--- config.mk ---
export PLATFORM = sky130hd
export DESIGN_NAME = mmio_regs_flat
export DESIGN_NICKNAME = d
export VERILOG_FILES = /design/src/design/soc_pkg.sv /design/src/design/axi_lite_if.sv /design/src/design/mmio_regs.sv /design/src/flat_wrapper.sv
export SDC_FILE = /design/constraint.sdc
export NUM_CORES = 1
export LEC_CHECK = 0
export BUFFER_PORTS_ARGS = -buffer_cell sky130_fd_sc_hd__buf_2
export CAP_MARGIN = 40
export CORE_MARGIN = 5
export CORE_UTILIZATION = 55
export CTS_BUF_LIST = sky130_fd_sc_hd__clkbuf_8 sky130_fd_sc_hd__clkbuf_16
export CTS_CLUSTER_DIAMETER = 60
export CTS_CLUSTER_SIZE = 10
export DETAILED_ROUTE_END_ITERATION = 8
export GPL_ROUTABILITY_DRIVEN = 1
export HOLD_SLACK_MARGIN = 0.05
export PLACE_DENSITY = 0.95
export SETUP_SLACK_MARGIN = 0.02
export SLEW_MARGIN = 20
export SYNTH_ARGS = -nofsm -noshare
export SYNTH_HDL_FRONTEND = slang
export SYNTH_SLANG_ARGS = --single-unit
--- constraint.sdc ---
create_clock -name aclk -period 6.13 [get_ports aclk]
set_input_delay 0.613 -clock aclk [delete_from_list [all_inputs] [get_ports aclk]]
set_output_delay 0.613 -clock aclk [all_outputs]
set_load 0.02 [all_outputs]
--- src/design/soc_pkg.sv ---
// Memory system shared definitions
package soc_pkg;

    // Bus widths
    localparam int ADDR_W = 32;
    localparam int DATA_W = 32;

    // Memory map
    localparam logic [ADDR_W-1:0] CODE_BASE = 32'h0000_0000;
    localparam logic [ADDR_W-1:0] CODE_SIZE = 32'h0000_1000;
    localparam logic [ADDR_W-1:0] DATA_BASE = 32'h1000_0000;
    localparam logic [ADDR_W-1:0] DATA_SIZE = 32'h0000_1000;

    // Everything from here up is register space
    localparam logic [ADDR_W-1:0] MMIO_BASE = 32'h8000_0000;

    // AXI response codes
    typedef enum logic [1:0] {
        OKAY   = 2'b00,
        EXOKAY = 2'b01,
        SLVERR = 2'b10,
        DECERR = 2'b11
    } resp_t;

    // Register offsets inside the MMIO block
    typedef enum logic [3:0] {
        REG_SCRATCH = 4'h0,
        REG_WCOUNT  = 4'h4,
        REG_LED     = 4'h8
    } mmio_reg_t;

    localparam int LED_W = 8;

endpackage : soc_pkg

--- src/design/axi_lite_if.sv ---
// AXI-lite bus interface
`timescale 1ns/1ps

interface axi_lite_if;

    // Write address
    logic [soc_pkg::ADDR_W-1:0]   awaddr;
    logic [2:0]                   awprot;
    logic                         awvalid;
    logic                         awready;

    // Write data
    logic [soc_pkg::DATA_W-1:0]   wdata;
    logic [soc_pkg::DATA_W/8-1:0] wstrb;
    logic                         wvalid;
    logic                         wready;

    // Write response
    soc_pkg::resp_t               bresp;
    logic                         bvalid;
    logic                         bready;

    // Read address
    logic [soc_pkg::ADDR_W-1:0]   araddr;
    logic [2:0]                   arprot;
    logic                         arvalid;
    logic                         arready;

    // Read data
    logic [soc_pkg::DATA_W-1:0]   rdata;
    soc_pkg::resp_t               rresp;
    logic                         rvalid;
    logic                         rready;

    modport master (
        output awaddr, awprot, awvalid, wdata, wstrb, wvalid, bready,
        output araddr, arprot, arvalid, rready,
        input  awready, wready, bresp, bvalid, arready, rdata, rresp, rvalid
    );

    modport slave (
        input  awaddr, awprot, awvalid, wdata, wstrb, wvalid, bready,
        input  araddr, arprot, arvalid, rready,
        output awready, wready, bresp, bvalid, arready, rdata, rresp, rvalid
    );

endinterface : axi_lite_if

--- src/design/mmio_regs.sv ---
// Memory-mapped register block
`timescale 1ns/1ps

module mmio_regs (
    input  logic                      aclk,
    input  logic                      arst_n,
    axi_lite_if.slave                 bus,
    output logic [soc_pkg::LED_W-1:0] led
);

    logic [soc_pkg::ADDR_W-1:0] woff;
    logic [soc_pkg::ADDR_W-1:0] roff;
    logic [soc_pkg::DATA_W-1:0] scratch;
    logic [soc_pkg::DATA_W-1:0] wcount;
    logic                       wr_go;
    logic                       rd_go;
    logic                       wr_scratch;
    logic                       wr_led;
    logic                       rd_hi_zero;

    assign woff = bus.awaddr - soc_pkg::MMIO_BASE;
    assign roff = bus.araddr - soc_pkg::MMIO_BASE;

    assign wr_scratch = woff[soc_pkg::ADDR_W-1:4] == '0 && woff[3:0] == soc_pkg::REG_SCRATCH;
    assign wr_led     = woff[soc_pkg::ADDR_W-1:4] == '0 && woff[3:0] == soc_pkg::REG_LED;
    assign rd_hi_zero = roff[soc_pkg::ADDR_W-1:4] == '0;

    assign wr_go       = bus.awvalid & bus.wvalid & ~bus.bvalid;
    assign bus.awready = wr_go;
    assign bus.wready  = wr_go;
    assign bus.arready = ~bus.rvalid;
    assign rd_go       = bus.arvalid & ~bus.rvalid;

    always_ff @(posedge aclk or negedge arst_n) begin
        if (!arst_n) begin
            bus.bvalid <= 1'b0;
            bus.bresp  <= soc_pkg::OKAY;
            scratch    <= '0;
            wcount     <= '0;
            led        <= '0;
        end else if (wr_go) begin
            bus.bvalid <= 1'b1;
            bus.bresp  <= (wr_scratch || wr_led) ? soc_pkg::OKAY : soc_pkg::SLVERR;
            for (int i = 0; i < soc_pkg::DATA_W / 8; i++) begin
                if (wr_scratch && bus.wstrb[i]) begin
                    scratch[8*i +: 8] <= bus.wdata[8*i +: 8];
                end
            end
            if (wr_led && bus.wstrb[0]) begin
                led <= bus.wdata[soc_pkg::LED_W-1:0];
            end
            // Only good writes are counted
            if (wr_scratch || wr_led) begin
                wcount <= wcount + 32'd1;
            end
        end else if (bus.bready) begin
            bus.bvalid <= 1'b0;
        end
    end

    always_ff @(posedge aclk or negedge arst_n) begin
        if (!arst_n) begin
            bus.rvalid <= 1'b0;
        end else if (rd_go) begin
            bus.rvalid <= 1'b1;
        end else if (bus.rready) begin
            bus.rvalid <= 1'b0;
        end
    end

    always_ff @(posedge aclk) begin
        if (rd_go) begin
            bus.rresp <= soc_pkg::OKAY;
            if (rd_hi_zero && roff[3:0] == soc_pkg::REG_SCRATCH) begin
                bus.rdata <= scratch;
            end else if (rd_hi_zero && roff[3:0] == soc_pkg::REG_WCOUNT) begin
                bus.rdata <= wcount;
            end else if (rd_hi_zero && roff[3:0] == soc_pkg::REG_LED) begin
                bus.rdata <= {{(soc_pkg::DATA_W - soc_pkg::LED_W){1'b0}}, led};
            end else begin
                bus.rdata <= '0;
                bus.rresp <= soc_pkg::SLVERR;
            end
        end
    end

endmodule : mmio_regs

--- src/flat_wrapper.sv ---
// flat-port wrapper written by rule: the top's interface ports become plain ports
module mmio_regs_flat 
  (aclk, arst_n, led, bus_awaddr, bus_awprot, bus_awvalid, bus_wdata, bus_wstrb, bus_wvalid, bus_bready, bus_araddr, bus_arprot, bus_arvalid, bus_rready, bus_awready, bus_wready, bus_bresp, bus_bvalid, bus_arready, bus_rdata, bus_rresp, bus_rvalid);
  axi_lite_if bus_i ();
  input  logic aclk;
  input  logic arst_n;
  output logic [soc_pkg::LED_W-1:0] led;
  input wire logic [$bits(bus_i.awaddr)-1:0] bus_awaddr;
  input wire logic [$bits(bus_i.awprot)-1:0] bus_awprot;
  input wire logic [$bits(bus_i.awvalid)-1:0] bus_awvalid;
  input wire logic [$bits(bus_i.wdata)-1:0] bus_wdata;
  input wire logic [$bits(bus_i.wstrb)-1:0] bus_wstrb;
  input wire logic [$bits(bus_i.wvalid)-1:0] bus_wvalid;
  input wire logic [$bits(bus_i.bready)-1:0] bus_bready;
  input wire logic [$bits(bus_i.araddr)-1:0] bus_araddr;
  input wire logic [$bits(bus_i.arprot)-1:0] bus_arprot;
  input wire logic [$bits(bus_i.arvalid)-1:0] bus_arvalid;
  input wire logic [$bits(bus_i.rready)-1:0] bus_rready;
  output wire logic [$bits(bus_i.awready)-1:0] bus_awready;
  output wire logic [$bits(bus_i.wready)-1:0] bus_wready;
  output wire logic [$bits(bus_i.bresp)-1:0] bus_bresp;
  output wire logic [$bits(bus_i.bvalid)-1:0] bus_bvalid;
  output wire logic [$bits(bus_i.arready)-1:0] bus_arready;
  output wire logic [$bits(bus_i.rdata)-1:0] bus_rdata;
  output wire logic [$bits(bus_i.rresp)-1:0] bus_rresp;
  output wire logic [$bits(bus_i.rvalid)-1:0] bus_rvalid;
  assign bus_i.awaddr = bus_awaddr;
  assign bus_i.awprot = bus_awprot;
  assign bus_i.awvalid = bus_awvalid;
  assign bus_i.wdata = bus_wdata;
  assign bus_i.wstrb = bus_wstrb;
  assign bus_i.wvalid = bus_wvalid;
  assign bus_i.bready = bus_bready;
  assign bus_i.araddr = bus_araddr;
  assign bus_i.arprot = bus_arprot;
  assign bus_i.arvalid = bus_arvalid;
  assign bus_i.rready = bus_rready;
  assign bus_awready = bus_i.awready;
  assign bus_wready = bus_i.wready;
  assign bus_bresp = bus_i.bresp;
  assign bus_bvalid = bus_i.bvalid;
  assign bus_arready = bus_i.arready;
  assign bus_rdata = bus_i.rdata;
  assign bus_rresp = bus_i.rresp;
  assign bus_rvalid = bus_i.rvalid;
  mmio_regs u_core (.aclk(aclk), .arst_n(arst_n), .bus(bus_i), .led(led));
endmodule
-- Yosys cells after proc, flatten, opt, wreduce, memory -nomap -nowiden
Cells that the tools add are included.
- bits in registers: 110
- latch bits: 0
- RAM bits: 0
- memory bits (read-only): 0
- input port bits: 113
- output and inout bits: 49
- logic and storage cells: 55
- memories kept: 0
- add/sub/neg operators: 3
- multiply operators: 0
- divide/modulo/power cells: 0
- magnitude comparators: 0
- equality and inequality tests: 3
- shift operators: 0
- multiplexer cells: 9
- bitwise gates (word level): 5
- reductions and logical operators: 24
- operators by type and width (kind ; count):
    $mux 32 ; 2
    $sub 32x32->32 const B ; 2
    $logic_not 28->1 ; 2
    $add 32x1->32 const B ; 1
    $reduce_and 2->1 ; 6
    $logic_and 1x1->1 ; 10
    $eq 4x4->1 const B ; 2
    $logic_not 4->1 ; 2
    $mux 8 ; 1
    $eq 4x3->1 const B ; 1
    $mux 1 ; 4
    $mux 2 ; 2
    $reduce_bool 2->1 ; 2
    $and 1x1->1 ; 3
    $not 1->1 ; 2
    $reduce_or 2->1 ; 1
    $logic_or 1x1->1 ; 1

-- Depth between registers and ports, before layout
- word-level depth: 6
- depth in mapped cells: 8
- gate-level depth less buffers: 6

-- Worst setup path before layout
Ideal clock, no wire load.
- kind: in2reg
- from: in bus_arvalid
- to: reg u_core.bus.rdata[0] (enable)
- setup time: 0.428 ns
- arrival time: 2.125 ns
- data required time: 5.702 ns
- setup slack: 3.577 ns
- cell stages on the path: 1
- path buffers: 0
- cell sequence: nor2b_1
- longest elaborated chain between the ends: 1
- RTL lines (item ; line ; source):
    start: declaration ; flat_wrapper.sv:17 ; input wire logic [$bits(bus_i.arvalid)-1:0] bus_arvalid;
    $and 1x1->1 ; mmio_regs.sv:32 ; assign rd_go = bus.arvalid & ~bus.rvalid;
    end signal: assignment ; mmio_regs.sv:75 ; bus.rdata <= scratch;
    end signal: assignment ; mmio_regs.sv:77 ; bus.rdata <= wcount;
    end signal: assignment ; mmio_regs.sv:79 ; bus.rdata <= {{(soc_pkg::DATA_W - soc_pkg::LED_W){1'b0}}, led};
    end: declaration ; axi_lite_if.sv:44 ; output awready, wready, bresp, bvalid, arready, rdata, rresp, rvalid
Every way passes these cells.
A chain may end at the register's enable or synchronous reset.

-- Worst setup path in the final report
- from: reg u_core.wcount[0] in the netlist's numbering
- to: reg u_core.wcount[30] in the netlist's numbering
- longest elaborated chain between the ends: 1
- RTL lines (item ; line ; source):
    start: declaration ; mmio_regs.sv:14 ; logic [soc_pkg::DATA_W-1:0] wcount;
    start signal: assignment ; mmio_regs.sv:54 ; wcount <= wcount + 32'd1;
    $add 32x1->32 ; mmio_regs.sv:54 ;
Every way passes these cells.

==> metrics.md <==
| Metric | Value |
|---|---|
| Seq cells post-synth | roughly 110 |
| Initial antenna violation count | 0 |
| Hold Buf Count CTS | 0 |
| Die Width | around 110 um |
| Worst-Margin Slew | 0.831 ns |
| Port bufs | between 150 and 200 |
| Global-route wire length before repair | just under 20 mm |
| Fin Hold WS | around 0.14 ns |
| CTS Buffer Depth | 2 |
| Max-cap violation count | 0 |
| List of most frequent post-synthesis cells | dfrtp_1 (75), nor2_1 (41), edfxtp_1 (33), mux2i_1 (32), mux2_2 (24) |
| Top FF cell, synth | dfrtp_1 |
| Crit Path Max Fanout | 6 |
| Clock Sink Count | between 100 and 150 |
| Drt first-iter violations | between 150 and 200 |
| Setup Fix Bufs, Post-CTS | 0 |
| Distinct cells, synth | 43 |
| Post-Route Skew | ~0.011 ns |
| Max frequency | approximately 380 MHz |
| Worst hold-check path type | in2async |
| Area delta synth->final | 21.5% |
| Number of synthesized flops with an enable pin | 33 |
| CTS H-Tree Depth | 3 |
| Reg clk slew, reported paths | around 0.11 ns |
| Yosys top cell by area | dfrtp_1 |
| Post-cts sizing count | 0 |
| Cell Area, Synth | 5070 sq um |
| Status | complete, no violations |
| Post-DP Area | 5970 sq um |
| Crit share post-route | between 40% and 50% |
| Vias in the first global route | ~4k |
| GR Overflow Total | 0 |
| RSZ-0062 raised after global routing | no |
| Total GRT Usage | 21.5% |
| DR pass1 iterations | 5 |
| Fin cells | about 670 |
| Initial Util | a little under three fifths |
| Placed Cells | 650 |
| Post-route design area | 6160 sq um |
| Top post-synthesis cells by area | dfrtp_1 (37%), edfxtp_1 (20%), mux2i_1 (6.3%), mux2_2 (5.3%), mux2_4 (4.7%) |
| Final-report max-slew violation count | 0 |
| Fraction of the yosys area taken by sequential cells | approximately 57% |
| Share of the synthesized area in the top cell type | 37.0% |
| N_diodes | 0 |
| Post-route DRC | 0 |
| Leak Pwr | between 2 and 3 nW |
| Worst EP arrival | approximately 2.9 ns |
| R2r setup slk | 3.51 ns |
| Slew margin rel. | roughly 44% |
| Fin. Hold Viols | 0 |
| Die area | about 11,000 sq um |
| Setup_tns | 0 ns |
| Clk_lat worst skew | roughly 0.37 ns |
| Rows | 35 |
| Syn Inst Count | roughly 400 |
| Pwr dens | around 210 nW/um^2 |
| Final setup fails | 0 |
| CP required | approximately 6.4 ns |
| Crit Path Category | reg2reg |
| YS warnings | 0 |
| Final wirelength | 11.8 mm |
| CP endpoint kind | flop |
| Ys async rst share | 69.4% |
| Dpl hpwl | between 9 and 10 mm |
| Final #Nets | 665 |
| Vias | about 3.8k |
| WL/cell | roughly 18 um |
| Via-to-Cell Ratio | approximately 5.7 |
| Die Y-Extent | about 110 um |
| Most common cell in the netlist | dfrtp_1 |
| Placeable Area | ~9100 sq um |
| CTS Root Cell | clkbuf_8 |
| Antenna viol nets, final | 0 |
| CP Launch Type | flop |
| Peak supply drop | roughly 97 uV |
| Minimum clock period | about 2.6 ns |
| TritonCTS clock tree | done |
| Largest net degree at the start of global routing | 52 |
| Final GP Congestion | 0.779 |
| Share of cells above drive strength 1 | ~41% |
| Avg Inst Size Synth | around 13 sq um |
| Number of I/O pins | between 150 and 200 |
| Total CTS buffers | 9 |
-- worst max-delay path: stages (launching register included) --
cell	delay [ns]
dfrtp_1	0.48
ha_1	0.20
and3_1	0.23
nor3b_1	0.71
nand4_1	0.42
nor3_1	0.33
xor2_1	0.17
-- kinds of logic after synthesis --
kind of cell,after synthesis,share of synthesized area (%)
other,1,0.0740
multiplexers,72,16.4
AO/OA/AOI/OAI,10,1.09
buffers and inverters,20,2.05
XOR/XNOR,31,5.51
adder cells (fa/ha/maj),1,0.247
flip-flops,108,56.6
AND/OR/NAND/NOR,156,18.0
-- placed cells by master (no fill, tap or decap), types with 3 or more instances in the layout --
cell,instances
and3_1,10
nand3_1,9
nand4_1,22
nor2_1,41
xor2_1,8
xnor2_1,22
or4_4,3
buf_2,152
mux2_4,16
inv_1,4
dfrtp_1,75
nor3_1,16
nand2_1,19
a21oi_1,8
nor4_1,15
clkbuf_8,9
edfxtp_1,33
mux2i_1,32
mux2_2,24
-- metal layers --
metal | vias up | GRT usage (%) | part of all wire, %
met2 | 152 | 36.8 | 51
met5 | - | 0 | 0
met3 | 17 | 4.74 | 6.2
met1 | 1869 | 27.5 | 41
li1 | 1751 | - | -
met4 | 0 | 6.01 | 1.3
-- worst paths after layout --
kind                                               start                        endpoint  cells after the start
max reg2reg                 u_core.wcount[0]$_DFFE_PN0P_   u_core.wcount[30]$_DFFE_PN0P_                      6
min reg2reg                u_core.wcount[22]$_DFFE_PN0P_   u_core.wcount[22]$_DFFE_PN0P_                      1
min                                               arst_n  u_core.scratch[28]$_DFFE_PN0P_                      1
max                         u_core.wcount[0]$_DFFE_PN0P_   u_core.wcount[30]$_DFFE_PN0P_                      6
max in group asynchronous                         arst_n   u_core.wcount[12]$_DFFE_PN0P_                      2
min in group aclk                             bus_rready   u_core.bus.rvalid$_DFFE_PN0P_                      2
-- registers in the layout, indices dropped and copies added (netlist names) --
name               cells
u_core.bus.bresp       1
u_core.bus.bvalid      1
u_core.bus.rdata      32
u_core.bus.rresp       1
u_core.bus.rvalid      1
u_core.led             8
u_core.scratch        32
u_core.wcount         32
-- layout make-up --
type / count / area, sq um
Multi-Input combinational cell: 272 / 2110
Clock inverter: 7 / 51.3
Tap cell: 111 / 139
Sequential cell: 108 / 2870
Fill cell: 671 / 2950
Inverter: 3 / 11.3
Clock buffer: 9 / 124
Timing Repair Buffer: 157 / 858
-- power breakdown --
group / switching [mW] / internal [mW] / total (mW) / leakage, nW
Clock: 0.245 / 0.150 / 0.395 / 0.0866
Combinational: 0.0725 / 0.0512 / 0.124 / 1.55
Sequential: 0.00450 / 0.758 / 0.763 / 1.36
-- per-stage QoR --
step / setup slack (ns) / power [mW] / utilization (%)
after floorplan: 3.58 / 0.829 / -
after global placement: 3.50 / 0.892 / 64.7
after detailed placement: 3.47 / 0.904 / 65.5
after CTS: 3.57 / 1.29 / 67.4
after global routing: 3.31 / 1.33 / 67.6
final: 3.51 / 1.28 / 67.6
No activity file was read; power rests on OpenSTA's default activity.
