**src/design/soc_pkg.sv**
```systemverilog
// Memory system shared definitions
package soc_pkg;

    // Bus widths
    localparam int ADDR_W = 32;
    localparam int DATA_W = 32;

    // Memory map
    localparam logic [ADDR_W-1:0] CODE_BASE = 32'h0000_0000;
    localparam logic [ADDR_W-1:0] CODE_SIZE = 32'h0000_1000;
    localparam logic [ADDR_W-1:0] DATA_BASE = 32'h1000_0000;
    localparam logic [ADDR_W-1:0] DATA_SIZE = 32'h0000_1000;

    // Everything from here up is register space
    localparam logic [ADDR_W-1:0] MMIO_BASE = 32'h8000_0000;

    // AXI response codes
    typedef enum logic [1:0] {
        OKAY   = 2'b00,
        EXOKAY = 2'b01,
        SLVERR = 2'b10,
        DECERR = 2'b11
    } resp_t;

    // Register offsets inside the MMIO block
    typedef enum logic [3:0] {
        REG_SCRATCH = 4'h0,
        REG_WCOUNT  = 4'h4,
        REG_LED     = 4'h8
    } mmio_reg_t;

    localparam int LED_W = 8;

endpackage : soc_pkg

```
**src/design/axi_lite_if.sv**
```systemverilog
// AXI-lite bus interface
`timescale 1ns/1ps

interface axi_lite_if;

    // Write address
    logic [soc_pkg::ADDR_W-1:0]   awaddr;
    logic [2:0]                   awprot;
    logic                         awvalid;
    logic                         awready;

    // Write data
    logic [soc_pkg::DATA_W-1:0]   wdata;
    logic [soc_pkg::DATA_W/8-1:0] wstrb;
    logic                         wvalid;
    logic                         wready;

    // Write response
    soc_pkg::resp_t               bresp;
    logic                         bvalid;
    logic                         bready;

    // Read address
    logic [soc_pkg::ADDR_W-1:0]   araddr;
    logic [2:0]                   arprot;
    logic                         arvalid;
    logic                         arready;

    // Read data
    logic [soc_pkg::DATA_W-1:0]   rdata;
    soc_pkg::resp_t               rresp;
    logic                         rvalid;
    logic                         rready;

    modport master (
        output awaddr, awprot, awvalid, wdata, wstrb, wvalid, bready,
        output araddr, arprot, arvalid, rready,
        input  awready, wready, bresp, bvalid, arready, rdata, rresp, rvalid
    );

    modport slave (
        input  awaddr, awprot, awvalid, wdata, wstrb, wvalid, bready,
        input  araddr, arprot, arvalid, rready,
        output awready, wready, bresp, bvalid, arready, rdata, rresp, rvalid
    );

endinterface : axi_lite_if

```
**src/design/mem_router.sv**
```systemverilog
// Address decode and channel routing
`timescale 1ns/1ps

module mem_router (
    axi_lite_if.slave  cache,
    axi_lite_if.master code,
    axi_lite_if.master data,
    axi_lite_if.master mmio,
    output logic       fault
);

    typedef enum logic [1:0] { NONE, CODE, DATA, MMIO } target_t;

    target_t wr_tgt;
    target_t rd_tgt;

    function automatic target_t decode(input logic [soc_pkg::ADDR_W-1:0] addr);
        // Offset compare wraps for addresses below the base
        if (addr - soc_pkg::CODE_BASE < soc_pkg::CODE_SIZE) begin
            return CODE;
        end
        if (addr - soc_pkg::DATA_BASE < soc_pkg::DATA_SIZE) begin
            return DATA;
        end
        if (addr >= soc_pkg::MMIO_BASE) begin
            return MMIO;
        end
        return NONE;
    endfunction

    assign wr_tgt = decode(cache.awaddr);
    assign rd_tgt = decode(cache.araddr);

    // Payload goes to every target
    assign code.awaddr = cache.awaddr;
    assign code.awprot = cache.awprot;
    assign code.wdata  = cache.wdata;
    assign code.wstrb  = cache.wstrb;
    assign data.awaddr = cache.awaddr;
    assign data.awprot = cache.awprot;
    assign data.wdata  = cache.wdata;
    assign data.wstrb  = cache.wstrb;
    assign mmio.awaddr = cache.awaddr;
    assign mmio.awprot = cache.awprot;
    assign mmio.wdata  = cache.wdata;
    assign mmio.wstrb  = cache.wstrb;

    assign code.araddr = cache.araddr;
    assign code.arprot = cache.arprot;
    assign data.araddr = cache.araddr;
    assign data.arprot = cache.arprot;
    assign mmio.araddr = cache.araddr;
    assign mmio.arprot = cache.arprot;

    // Code memory is fetched through its own port, never read here
    assign code.arvalid = 1'b0;
    assign code.rready  = 1'b0;

    // Write channels
    always_comb begin
        code.awvalid  = 1'b0;
        code.wvalid   = 1'b0;
        code.bready   = 1'b0;
        data.awvalid  = 1'b0;
        data.wvalid   = 1'b0;
        data.bready   = 1'b0;
        mmio.awvalid  = 1'b0;
        mmio.wvalid   = 1'b0;
        mmio.bready   = 1'b0;
        // Unmapped writes complete at once
        cache.awready = 1'b1;
        cache.wready  = 1'b1;
        cache.bvalid  = 1'b1;
        cache.bresp   = soc_pkg::DECERR;
        case (wr_tgt)
            CODE: begin
                code.awvalid  = cache.awvalid;
                code.wvalid   = cache.wvalid;
                code.bready   = cache.bready;
                cache.awready = code.awready;
                cache.wready  = code.wready;
                cache.bvalid  = code.bvalid;
                cache.bresp   = code.bresp;
            end
            DATA: begin
                data.awvalid  = cache.awvalid;
                data.wvalid   = cache.wvalid;
                data.bready   = cache.bready;
                cache.awready = data.awready;
                cache.wready  = data.wready;
                cache.bvalid  = data.bvalid;
                cache.bresp   = data.bresp;
            end
            MMIO: begin
                mmio.awvalid  = cache.awvalid;
                mmio.wvalid   = cache.wvalid;
                mmio.bready   = cache.bready;
                cache.awready = mmio.awready;
                cache.wready  = mmio.wready;
                cache.bvalid  = mmio.bvalid;
                cache.bresp   = mmio.bresp;
            end
            default: ;
        endcase
    end

    // Read channels, code and unmapped both end in DECERR
    always_comb begin
        data.arvalid  = 1'b0;
        data.rready   = 1'b0;
        mmio.arvalid  = 1'b0;
        mmio.rready   = 1'b0;
        cache.arready = 1'b1;
        cache.rvalid  = 1'b1;
        cache.rdata   = '0;
        cache.rresp   = soc_pkg::DECERR;
        case (rd_tgt)
            DATA: begin
                data.arvalid  = cache.arvalid;
                data.rready   = cache.rready;
                cache.arready = data.arready;
                cache.rvalid  = data.rvalid;
                cache.rdata   = data.rdata;
                cache.rresp   = data.rresp;
            end
            MMIO: begin
                mmio.arvalid  = cache.arvalid;
                mmio.rready   = cache.rready;
                cache.arready = mmio.arready;
                cache.rvalid  = mmio.rvalid;
                cache.rdata   = mmio.rdata;
                cache.rresp   = mmio.rresp;
            end
            default: ;
        endcase
    end

    assign fault = cache.arvalid & (rd_tgt == NONE);

endmodule : mem_router

```
**src/flat_wrapper.sv**
```systemverilog
// flat-port wrapper written by rule: the top's interface ports become plain ports
module mem_router_flat 
  (fault, cache_awaddr, cache_awprot, cache_awvalid, cache_wdata, cache_wstrb, cache_wvalid, cache_bready, cache_araddr, cache_arprot, cache_arvalid, cache_rready, cache_awready, cache_wready, cache_bresp, cache_bvalid, cache_arready, cache_rdata, cache_rresp, cache_rvalid, code_awaddr, code_awprot, code_awvalid, code_wdata, code_wstrb, code_wvalid, code_bready, code_araddr, code_arprot, code_arvalid, code_rready, code_awready, code_wready, code_bresp, code_bvalid, code_arready, code_rdata, code_rresp, code_rvalid, data_awaddr, data_awprot, data_awvalid, data_wdata, data_wstrb, data_wvalid, data_bready, data_araddr, data_arprot, data_arvalid, data_rready, data_awready, data_wready, data_bresp, data_bvalid, data_arready, data_rdata, data_rresp, data_rvalid, mmio_awaddr, mmio_awprot, mmio_awvalid, mmio_wdata, mmio_wstrb, mmio_wvalid, mmio_bready, mmio_araddr, mmio_arprot, mmio_arvalid, mmio_rready, mmio_awready, mmio_wready, mmio_bresp, mmio_bvalid, mmio_arready, mmio_rdata, mmio_rresp, mmio_rvalid);
  axi_lite_if cache_i ();
  axi_lite_if code_i ();
  axi_lite_if data_i ();
  axi_lite_if mmio_i ();
  output logic fault;
  input wire logic [$bits(cache_i.awaddr)-1:0] cache_awaddr;
  input wire logic [$bits(cache_i.awprot)-1:0] cache_awprot;
  input wire logic [$bits(cache_i.awvalid)-1:0] cache_awvalid;
  input wire logic [$bits(cache_i.wdata)-1:0] cache_wdata;
  input wire logic [$bits(cache_i.wstrb)-1:0] cache_wstrb;
  input wire logic [$bits(cache_i.wvalid)-1:0] cache_wvalid;
  input wire logic [$bits(cache_i.bready)-1:0] cache_bready;
  input wire logic [$bits(cache_i.araddr)-1:0] cache_araddr;
  input wire logic [$bits(cache_i.arprot)-1:0] cache_arprot;
  input wire logic [$bits(cache_i.arvalid)-1:0] cache_arvalid;
  input wire logic [$bits(cache_i.rready)-1:0] cache_rready;
  output wire logic [$bits(cache_i.awready)-1:0] cache_awready;
  output wire logic [$bits(cache_i.wready)-1:0] cache_wready;
  output wire logic [$bits(cache_i.bresp)-1:0] cache_bresp;
  output wire logic [$bits(cache_i.bvalid)-1:0] cache_bvalid;
  output wire logic [$bits(cache_i.arready)-1:0] cache_arready;
  output wire logic [$bits(cache_i.rdata)-1:0] cache_rdata;
  output wire logic [$bits(cache_i.rresp)-1:0] cache_rresp;
  output wire logic [$bits(cache_i.rvalid)-1:0] cache_rvalid;
  output wire logic [$bits(code_i.awaddr)-1:0] code_awaddr;
  output wire logic [$bits(code_i.awprot)-1:0] code_awprot;
  output wire logic [$bits(code_i.awvalid)-1:0] code_awvalid;
  output wire logic [$bits(code_i.wdata)-1:0] code_wdata;
  output wire logic [$bits(code_i.wstrb)-1:0] code_wstrb;
  output wire logic [$bits(code_i.wvalid)-1:0] code_wvalid;
  output wire logic [$bits(code_i.bready)-1:0] code_bready;
  output wire logic [$bits(code_i.araddr)-1:0] code_araddr;
  output wire logic [$bits(code_i.arprot)-1:0] code_arprot;
  output wire logic [$bits(code_i.arvalid)-1:0] code_arvalid;
  output wire logic [$bits(code_i.rready)-1:0] code_rready;
  input wire logic [$bits(code_i.awready)-1:0] code_awready;
  input wire logic [$bits(code_i.wready)-1:0] code_wready;
  input wire logic [$bits(code_i.bresp)-1:0] code_bresp;
  input wire logic [$bits(code_i.bvalid)-1:0] code_bvalid;
  input wire logic [$bits(code_i.arready)-1:0] code_arready;
  input wire logic [$bits(code_i.rdata)-1:0] code_rdata;
  input wire logic [$bits(code_i.rresp)-1:0] code_rresp;
  input wire logic [$bits(code_i.rvalid)-1:0] code_rvalid;
  output wire logic [$bits(data_i.awaddr)-1:0] data_awaddr;
  output wire logic [$bits(data_i.awprot)-1:0] data_awprot;
  output wire logic [$bits(data_i.awvalid)-1:0] data_awvalid;
  output wire logic [$bits(data_i.wdata)-1:0] data_wdata;
  output wire logic [$bits(data_i.wstrb)-1:0] data_wstrb;
  output wire logic [$bits(data_i.wvalid)-1:0] data_wvalid;
  output wire logic [$bits(data_i.bready)-1:0] data_bready;
  output wire logic [$bits(data_i.araddr)-1:0] data_araddr;
  output wire logic [$bits(data_i.arprot)-1:0] data_arprot;
  output wire logic [$bits(data_i.arvalid)-1:0] data_arvalid;
  output wire logic [$bits(data_i.rready)-1:0] data_rready;
  input wire logic [$bits(data_i.awready)-1:0] data_awready;
  input wire logic [$bits(data_i.wready)-1:0] data_wready;
  input wire logic [$bits(data_i.bresp)-1:0] data_bresp;
  input wire logic [$bits(data_i.bvalid)-1:0] data_bvalid;
  input wire logic [$bits(data_i.arready)-1:0] data_arready;
  input wire logic [$bits(data_i.rdata)-1:0] data_rdata;
  input wire logic [$bits(data_i.rresp)-1:0] data_rresp;
  input wire logic [$bits(data_i.rvalid)-1:0] data_rvalid;
  output wire logic [$bits(mmio_i.awaddr)-1:0] mmio_awaddr;
  output wire logic [$bits(mmio_i.awprot)-1:0] mmio_awprot;
  output wire logic [$bits(mmio_i.awvalid)-1:0] mmio_awvalid;
  output wire logic [$bits(mmio_i.wdata)-1:0] mmio_wdata;
  output wire logic [$bits(mmio_i.wstrb)-1:0] mmio_wstrb;
  output wire logic [$bits(mmio_i.wvalid)-1:0] mmio_wvalid;
  output wire logic [$bits(mmio_i.bready)-1:0] mmio_bready;
  output wire logic [$bits(mmio_i.araddr)-1:0] mmio_araddr;
  output wire logic [$bits(mmio_i.arprot)-1:0] mmio_arprot;
  output wire logic [$bits(mmio_i.arvalid)-1:0] mmio_arvalid;
  output wire logic [$bits(mmio_i.rready)-1:0] mmio_rready;
  input wire logic [$bits(mmio_i.awready)-1:0] mmio_awready;
  input wire logic [$bits(mmio_i.wready)-1:0] mmio_wready;
  input wire logic [$bits(mmio_i.bresp)-1:0] mmio_bresp;
  input wire logic [$bits(mmio_i.bvalid)-1:0] mmio_bvalid;
  input wire logic [$bits(mmio_i.arready)-1:0] mmio_arready;
  input wire logic [$bits(mmio_i.rdata)-1:0] mmio_rdata;
  input wire logic [$bits(mmio_i.rresp)-1:0] mmio_rresp;
  input wire logic [$bits(mmio_i.rvalid)-1:0] mmio_rvalid;
  assign cache_i.awaddr = cache_awaddr;
  assign cache_i.awprot = cache_awprot;
  assign cache_i.awvalid = cache_awvalid;
  assign cache_i.wdata = cache_wdata;
  assign cache_i.wstrb = cache_wstrb;
  assign cache_i.wvalid = cache_wvalid;
  assign cache_i.bready = cache_bready;
  assign cache_i.araddr = cache_araddr;
  assign cache_i.arprot = cache_arprot;
  assign cache_i.arvalid = cache_arvalid;
  assign cache_i.rready = cache_rready;
  assign cache_awready = cache_i.awready;
  assign cache_wready = cache_i.wready;
  assign cache_bresp = cache_i.bresp;
  assign cache_bvalid = cache_i.bvalid;
  assign cache_arready = cache_i.arready;
  assign cache_rdata = cache_i.rdata;
  assign cache_rresp = cache_i.rresp;
  assign cache_rvalid = cache_i.rvalid;
  assign code_awaddr = code_i.awaddr;
  assign code_awprot = code_i.awprot;
  assign code_awvalid = code_i.awvalid;
  assign code_wdata = code_i.wdata;
  assign code_wstrb = code_i.wstrb;
  assign code_wvalid = code_i.wvalid;
  assign code_bready = code_i.bready;
  assign code_araddr = code_i.araddr;
  assign code_arprot = code_i.arprot;
  assign code_arvalid = code_i.arvalid;
  assign code_rready = code_i.rready;
  assign code_i.awready = code_awready;
  assign code_i.wready = code_wready;
  assign code_i.bresp = code_bresp;
  assign code_i.bvalid = code_bvalid;
  assign code_i.arready = code_arready;
  assign code_i.rdata = code_rdata;
  assign code_i.rresp = code_rresp;
  assign code_i.rvalid = code_rvalid;
  assign data_awaddr = data_i.awaddr;
  assign data_awprot = data_i.awprot;
  assign data_awvalid = data_i.awvalid;
  assign data_wdata = data_i.wdata;
  assign data_wstrb = data_i.wstrb;
  assign data_wvalid = data_i.wvalid;
  assign data_bready = data_i.bready;
  assign data_araddr = data_i.araddr;
  assign data_arprot = data_i.arprot;
  assign data_arvalid = data_i.arvalid;
  assign data_rready = data_i.rready;
  assign data_i.awready = data_awready;
  assign data_i.wready = data_wready;
  assign data_i.bresp = data_bresp;
  assign data_i.bvalid = data_bvalid;
  assign data_i.arready = data_arready;
  assign data_i.rdata = data_rdata;
  assign data_i.rresp = data_rresp;
  assign data_i.rvalid = data_rvalid;
  assign mmio_awaddr = mmio_i.awaddr;
  assign mmio_awprot = mmio_i.awprot;
  assign mmio_awvalid = mmio_i.awvalid;
  assign mmio_wdata = mmio_i.wdata;
  assign mmio_wstrb = mmio_i.wstrb;
  assign mmio_wvalid = mmio_i.wvalid;
  assign mmio_bready = mmio_i.bready;
  assign mmio_araddr = mmio_i.araddr;
  assign mmio_arprot = mmio_i.arprot;
  assign mmio_arvalid = mmio_i.arvalid;
  assign mmio_rready = mmio_i.rready;
  assign mmio_i.awready = mmio_awready;
  assign mmio_i.wready = mmio_wready;
  assign mmio_i.bresp = mmio_bresp;
  assign mmio_i.bvalid = mmio_bvalid;
  assign mmio_i.arready = mmio_arready;
  assign mmio_i.rdata = mmio_rdata;
  assign mmio_i.rresp = mmio_rresp;
  assign mmio_i.rvalid = mmio_rvalid;
  mem_router u_core (.cache(cache_i), .code(code_i), .data(data_i), .mmio(mmio_i), .fault(fault));
endmodule
```
**config.mk**
```make
export PLATFORM = sky130hd
export DESIGN_NAME = mem_router_flat
export DESIGN_NICKNAME = d
export VERILOG_FILES = /design/src/design/soc_pkg.sv /design/src/design/axi_lite_if.sv /design/src/design/mem_router.sv /design/src/flat_wrapper.sv
export SDC_FILE = /design/constraint.sdc
export NUM_CORES = 1
export LEC_CHECK = 0
export BUFFER_PORTS_ARGS = -buffer_cell sky130_fd_sc_hd__buf_2
export CAP_MARGIN = 5
export CORE_AREA = 2 2 235 237
export DETAILED_ROUTE_END_ITERATION = 8
export DIE_AREA = 0 0 237 239
export PLACE_DENSITY = 0.3
export SLEW_MARGIN = 20
export SYNTH_ARGS = -nofsm -noshare
export SYNTH_HDL_FRONTEND = slang
export SYNTH_SLANG_ARGS = --single-unit
```
**constraint.sdc**
```tcl
create_clock -name vclk -period 3.2
set_clock_uncertainty 0.05 [all_clocks]
set_input_delay 0.16 -clock vclk [all_inputs]
set_output_delay 0.16 -clock vclk [all_outputs]
set_load 0.005 [all_outputs]
```
### Yosys cells after proc, flatten, opt, wreduce, memory -nomap -nowiden

Cells that the tools add are included.

* bits in registers: 0
* output and inout bits: 375
* input bits: 234

* reduce and logical (&&, ||, !) cells: 1
* equal/unequal tests: 5
* $lt $le $gt $ge: 6
* bitwise logic cells: 1
* $add $sub $neg: 2
* muxes and demuxes: 45

Operators with widths (count)
* $lt 32x13->1 const B: 4
* $ge 32x32->1 const B: 2
* $pmux 32 s2: 1
* $sub 32x29->32 const B: 2
* $mux 1: 25
* $mux 2: 12
* $pmux 1 s3: 3
* $eq 2x2->1 const B: 4
* $pmux 2 s3: 1
* $pmux 1 s2: 2
* $pmux 2 s2: 1
* $eq 2x1->1 const B: 1
* $logic_not 2->1: 1
* $and 1x1->1: 1

### Logic depth before layout (Yosys ltp)

* word-level depth: 11
* depth in mapped cells: 6
* gate-level depth less buffers: 4

### Worst setup path before layout

No wires, ideal clock.

* path kind: input to output
* start: in cache_awaddr[31]
* end: out cache_awready
* buffers on the path: 2
* arrival: 1.154 ns
* setup slack: 1.836 ns
* cell stages on the path: 6
* data required time: 2.990 ns
* cells stage by stage: buf_6 > nor4_2 > nand2_1 > or2_1 > buf_6 > o211ai_1

* longest elaborated chain between the ends: 9
* elaborated cells between the ends (all ways): 19
* classes of those cells: 1 x add/sub; 3 x order compare; 3 x eq/ne; 12 x mux

Ends and longest elaborated chain
* start: declaration: RTL line flat_wrapper.sv:9 `input wire logic [$bits(cache_i.awaddr)-1:0] cache_awaddr;`
* $sub 32x29->32 / $ge 32x32->1 (equally long branches): RTL line mem_router.sv:22, mem_router.sv:25
* $lt 32x13->1 / $mux 1 (equally long branches): RTL line mem_router.sv:22, mem_router.sv:25
* $mux 2 / $mux 1 (equally long branches): RTL line mem_router.sv:22, mem_router.sv:25
* $mux 2 / $mux 1 (equally long branches): RTL line mem_router.sv:25, mem_router.sv:22
* $mux 2: RTL line mem_router.sv:28 `return NONE;`
* $mux 2: RTL line mem_router.sv:25 `if (addr >= soc_pkg::MMIO_BASE) begin`
* $mux 2 *: RTL line mem_router.sv:22 `if (addr - soc_pkg::DATA_BASE < soc_pkg::DATA_SIZE) begin`
* $eq 2x2->1 / $eq 2x1->1 (equally long branches): RTL line mem_router.sv:75 `case (wr_tgt)`
* $pmux 1 s3 *: RTL line mem_router.sv:75
* end: declaration: RTL line flat_wrapper.sv:20 `output wire logic [$bits(cache_i.awready)-1:0] cache_awready;`

Every way passes the cells marked *; elsewhere a longest branch is shown, timed or not. The select of a mux whose other input is x is not followed.

### Worst setup path after layout

* start: in cache_araddr[20]
* end: out cache_rdata[2]

* longest elaborated chain between the ends: 9
* elaborated cells between the ends (all ways): 18
* classes of those cells: 1 x add/sub; 3 x order compare; 2 x eq/ne; 12 x mux

Ends and longest elaborated chain
* start: declaration: RTL line flat_wrapper.sv:16 `input wire logic [$bits(cache_i.araddr)-1:0] cache_araddr;`
* $sub 32x29->32 / $ge 32x32->1 (equally long branches): RTL line mem_router.sv:22, mem_router.sv:25
* $lt 32x13->1 / $mux 1 (equally long branches): RTL line mem_router.sv:22, mem_router.sv:25
* $mux 2 / $mux 1 (equally long branches): RTL line mem_router.sv:22, mem_router.sv:25
* $mux 2 / $mux 1 (equally long branches): RTL line mem_router.sv:25, mem_router.sv:22
* $mux 2: RTL line mem_router.sv:28
* $mux 2: RTL line mem_router.sv:25
* $mux 2 *: RTL line mem_router.sv:22
* $eq 2x2->1: RTL line mem_router.sv:117 `case (rd_tgt)`
* $pmux 32 s2 *: RTL line mem_router.sv:117
* end: declaration: RTL line flat_wrapper.sv:25 `output wire logic [$bits(cache_i.rdata)-1:0] cache_rdata;`

Marked as above.

==> impl_metrics.ini <==
[timing]
rsz0062_at_grt = false
clock.fmax_ghz = 0.407
slew_headroom_pct = 58.4
fin_setup_tns_ps = 0
fin_crit_ps = 2450
setup_viol = 0
worstMarginPinSlew_ps = 618
slew_violations = 0
final.period_utilization_pct = 76.7
finalWorstSetupSlack_ps = 745
hold_viol = 0

[floorplanning]
fp.dieArea_um2 = 56600
initial_core_util_pct = 5.81
fp.dieW_um = 237
num_io_pins = 609
core_area_um2 = 54300
fp-row-count = 86
die_y_um = 239

[power_and_ir_drop]
internal_power_w = 0.000156
leakagePower_nw = 1.52
finalPower_w = 0.000291
p_sw_share_pct = 46.3
p_comb_share_pct = 100.0
p_switching_w = 0.000135
powerDensity_nw_per_um2 = 93.3
seq_power_share_pct = 0
pwr-share-clk_pct = 0
ir_drop_mv = 0.0250

[cells_and_area]
ff_latch_area_um2 = 0
layout_common_cells = buf_2, a22o_1, nor4_1, nand2_1, and2_1
syn_to_final_growth_pct = -1.07
final_common_cell = buf_2
nFillCells = 6450
nClkBuffers = 0
drive_gt1_share_pct = 77.7
nNetsFinal = 640
fin_cells = 1109
multi_input_area_um2 = 668
flops_and_latches = 0
fin_util_pct = 5.74

[route]
postRouteAntennaNets = 0
drtIter0Drc = 34
finalWirelength_um = 12100
firstDrtPassIters = 3
vias_per_cell = 2.13
wl_per_cell_um = 10.9
via_count = 2367
drc_errors = 0

[clock_network]
postCtsSetupBuffers = 0
cts-resized-gates = 0
ctsHoldBuffers = 0

[min_path]
holdCritPathClass = in2out

[logic_synthesis]
avgSynthCellArea_um2 = 7.42
yosysWarnings = 0
netlist_area_um2 = 3160
syn-instance-count = 425
synth_cell_types = 24
yosysSeqAreaShare_pct = 0

[worst_setup_path]
cp_max_fo = 38
start_kind = input port
critPathRequiredTime_ps = 2990
crit_type = in2out
cp.arrival_ps = 2240
worstSetupEndpointType = output port

[placed_design]
gp_congestion = 0.702
dp_slack_ps = 639
io_buffers = 307
hpwl_um = 11000
placedCellCount = 1108

[grt]
grt_antenna_before_repair = 3
grt.total_usage_pct = 3.66
grt_max_degree = 43
grt_overflow = 0
grt_pass1_vias = 2125
grt_pass1_wl_um = 14900

[flow_run]
maxCapViolations = 0

[status]
status = finished, final reports clean
[kinds of logic after synthesis]
group,synth area share (%)
mux,1.59
buf+inv,79.1
compound gates,10.9
other cells,0.119
simple gates,8.21
[per-stage QoR]
| stage | instance area, µm² | hold WS [ps] |
|---|---|---|
| global route | 3120 | 270 |
| finish | 3120 | 270 |
| detailed placement | 3120 | 270 |
| global placement | 3120 | 270 |
| floorplan | 3160 | 351 |
| CTS | 3120 | 270 |
[Yosys cell counts]
cell type  instances  area (µm²)
a21oi_1            4        20.0
a22o_1            32         280
and2_1             7        43.8
and3_1             3        18.8
buf_2              1        5.00
buf_4            321        2410
buf_6              4        45.0
clkbuf_1           5        18.8
conb_1             1        3.75
inv_1              5        18.8
mux2i_1            5        50.1
nand2_1            7        26.3
nand3_1            2        10.0
nor2_1             2        7.51
nor2b_1            4        25.0
nor3_1             2        10.0
nor3_2             1        10.0
nor3b_1            1        7.51
nor3b_2            3        37.5
nor4_1             7        43.8
nor4_2             1        12.5
o211ai_1           5        37.5
o21bai_1           1        7.51
or2_1              1        6.26
[power groups by stage]
| stage | sequential, W | clock [W] | combinational, W |
|---|---|---|---|
| after floorplan | 0 | 0 | 0.000381 |
| after global placement | 0 | 0 | 0.000296 |
| after detailed placement | 0 | 0 | 0.000294 |
| after CTS | 0 | 0 | 0.000295 |
| after global routing | 0 | 0.0000000000418 | 0.000316 |
| final | 0 | 0.0000000000418 | 0.000291 |
[worst paths after layout]
check,startpoint,end,slack [ps],cells after the start
hold / removal,cache_wdata[3],mmio_wdata[3],270,0
setup / recovery,cache_araddr[20],cache_rdata[2],750,7
[layer usage]
metal,up-vias,track usage (%),share of wire [%]
met5,-,0,0
met4,0,2.01,6.1
met3,56,1.99,17
met2,357,8.20,55
met1,942,2.01,21
li1,1012,-,-
[final cells by class]
| cell class | instances | area share [%] |
|---|---|---|
| multi-input cells | 90 | 21.4 |
| diodes | 1 | 0.0802 |
| repair buffers | 309 | 49.7 |
| well taps | 704 | 28.2 |
| inverters | 5 | 0.601 |
[critical path, stage by stage]
cell     delay (ps)
buf_2           130
nor4_1          570
nand2_1         380
nor3_4          190
buf_4           400
a22o_1          200
buf_2           170
Note: power is estimated with default switching activity, not from simulation.
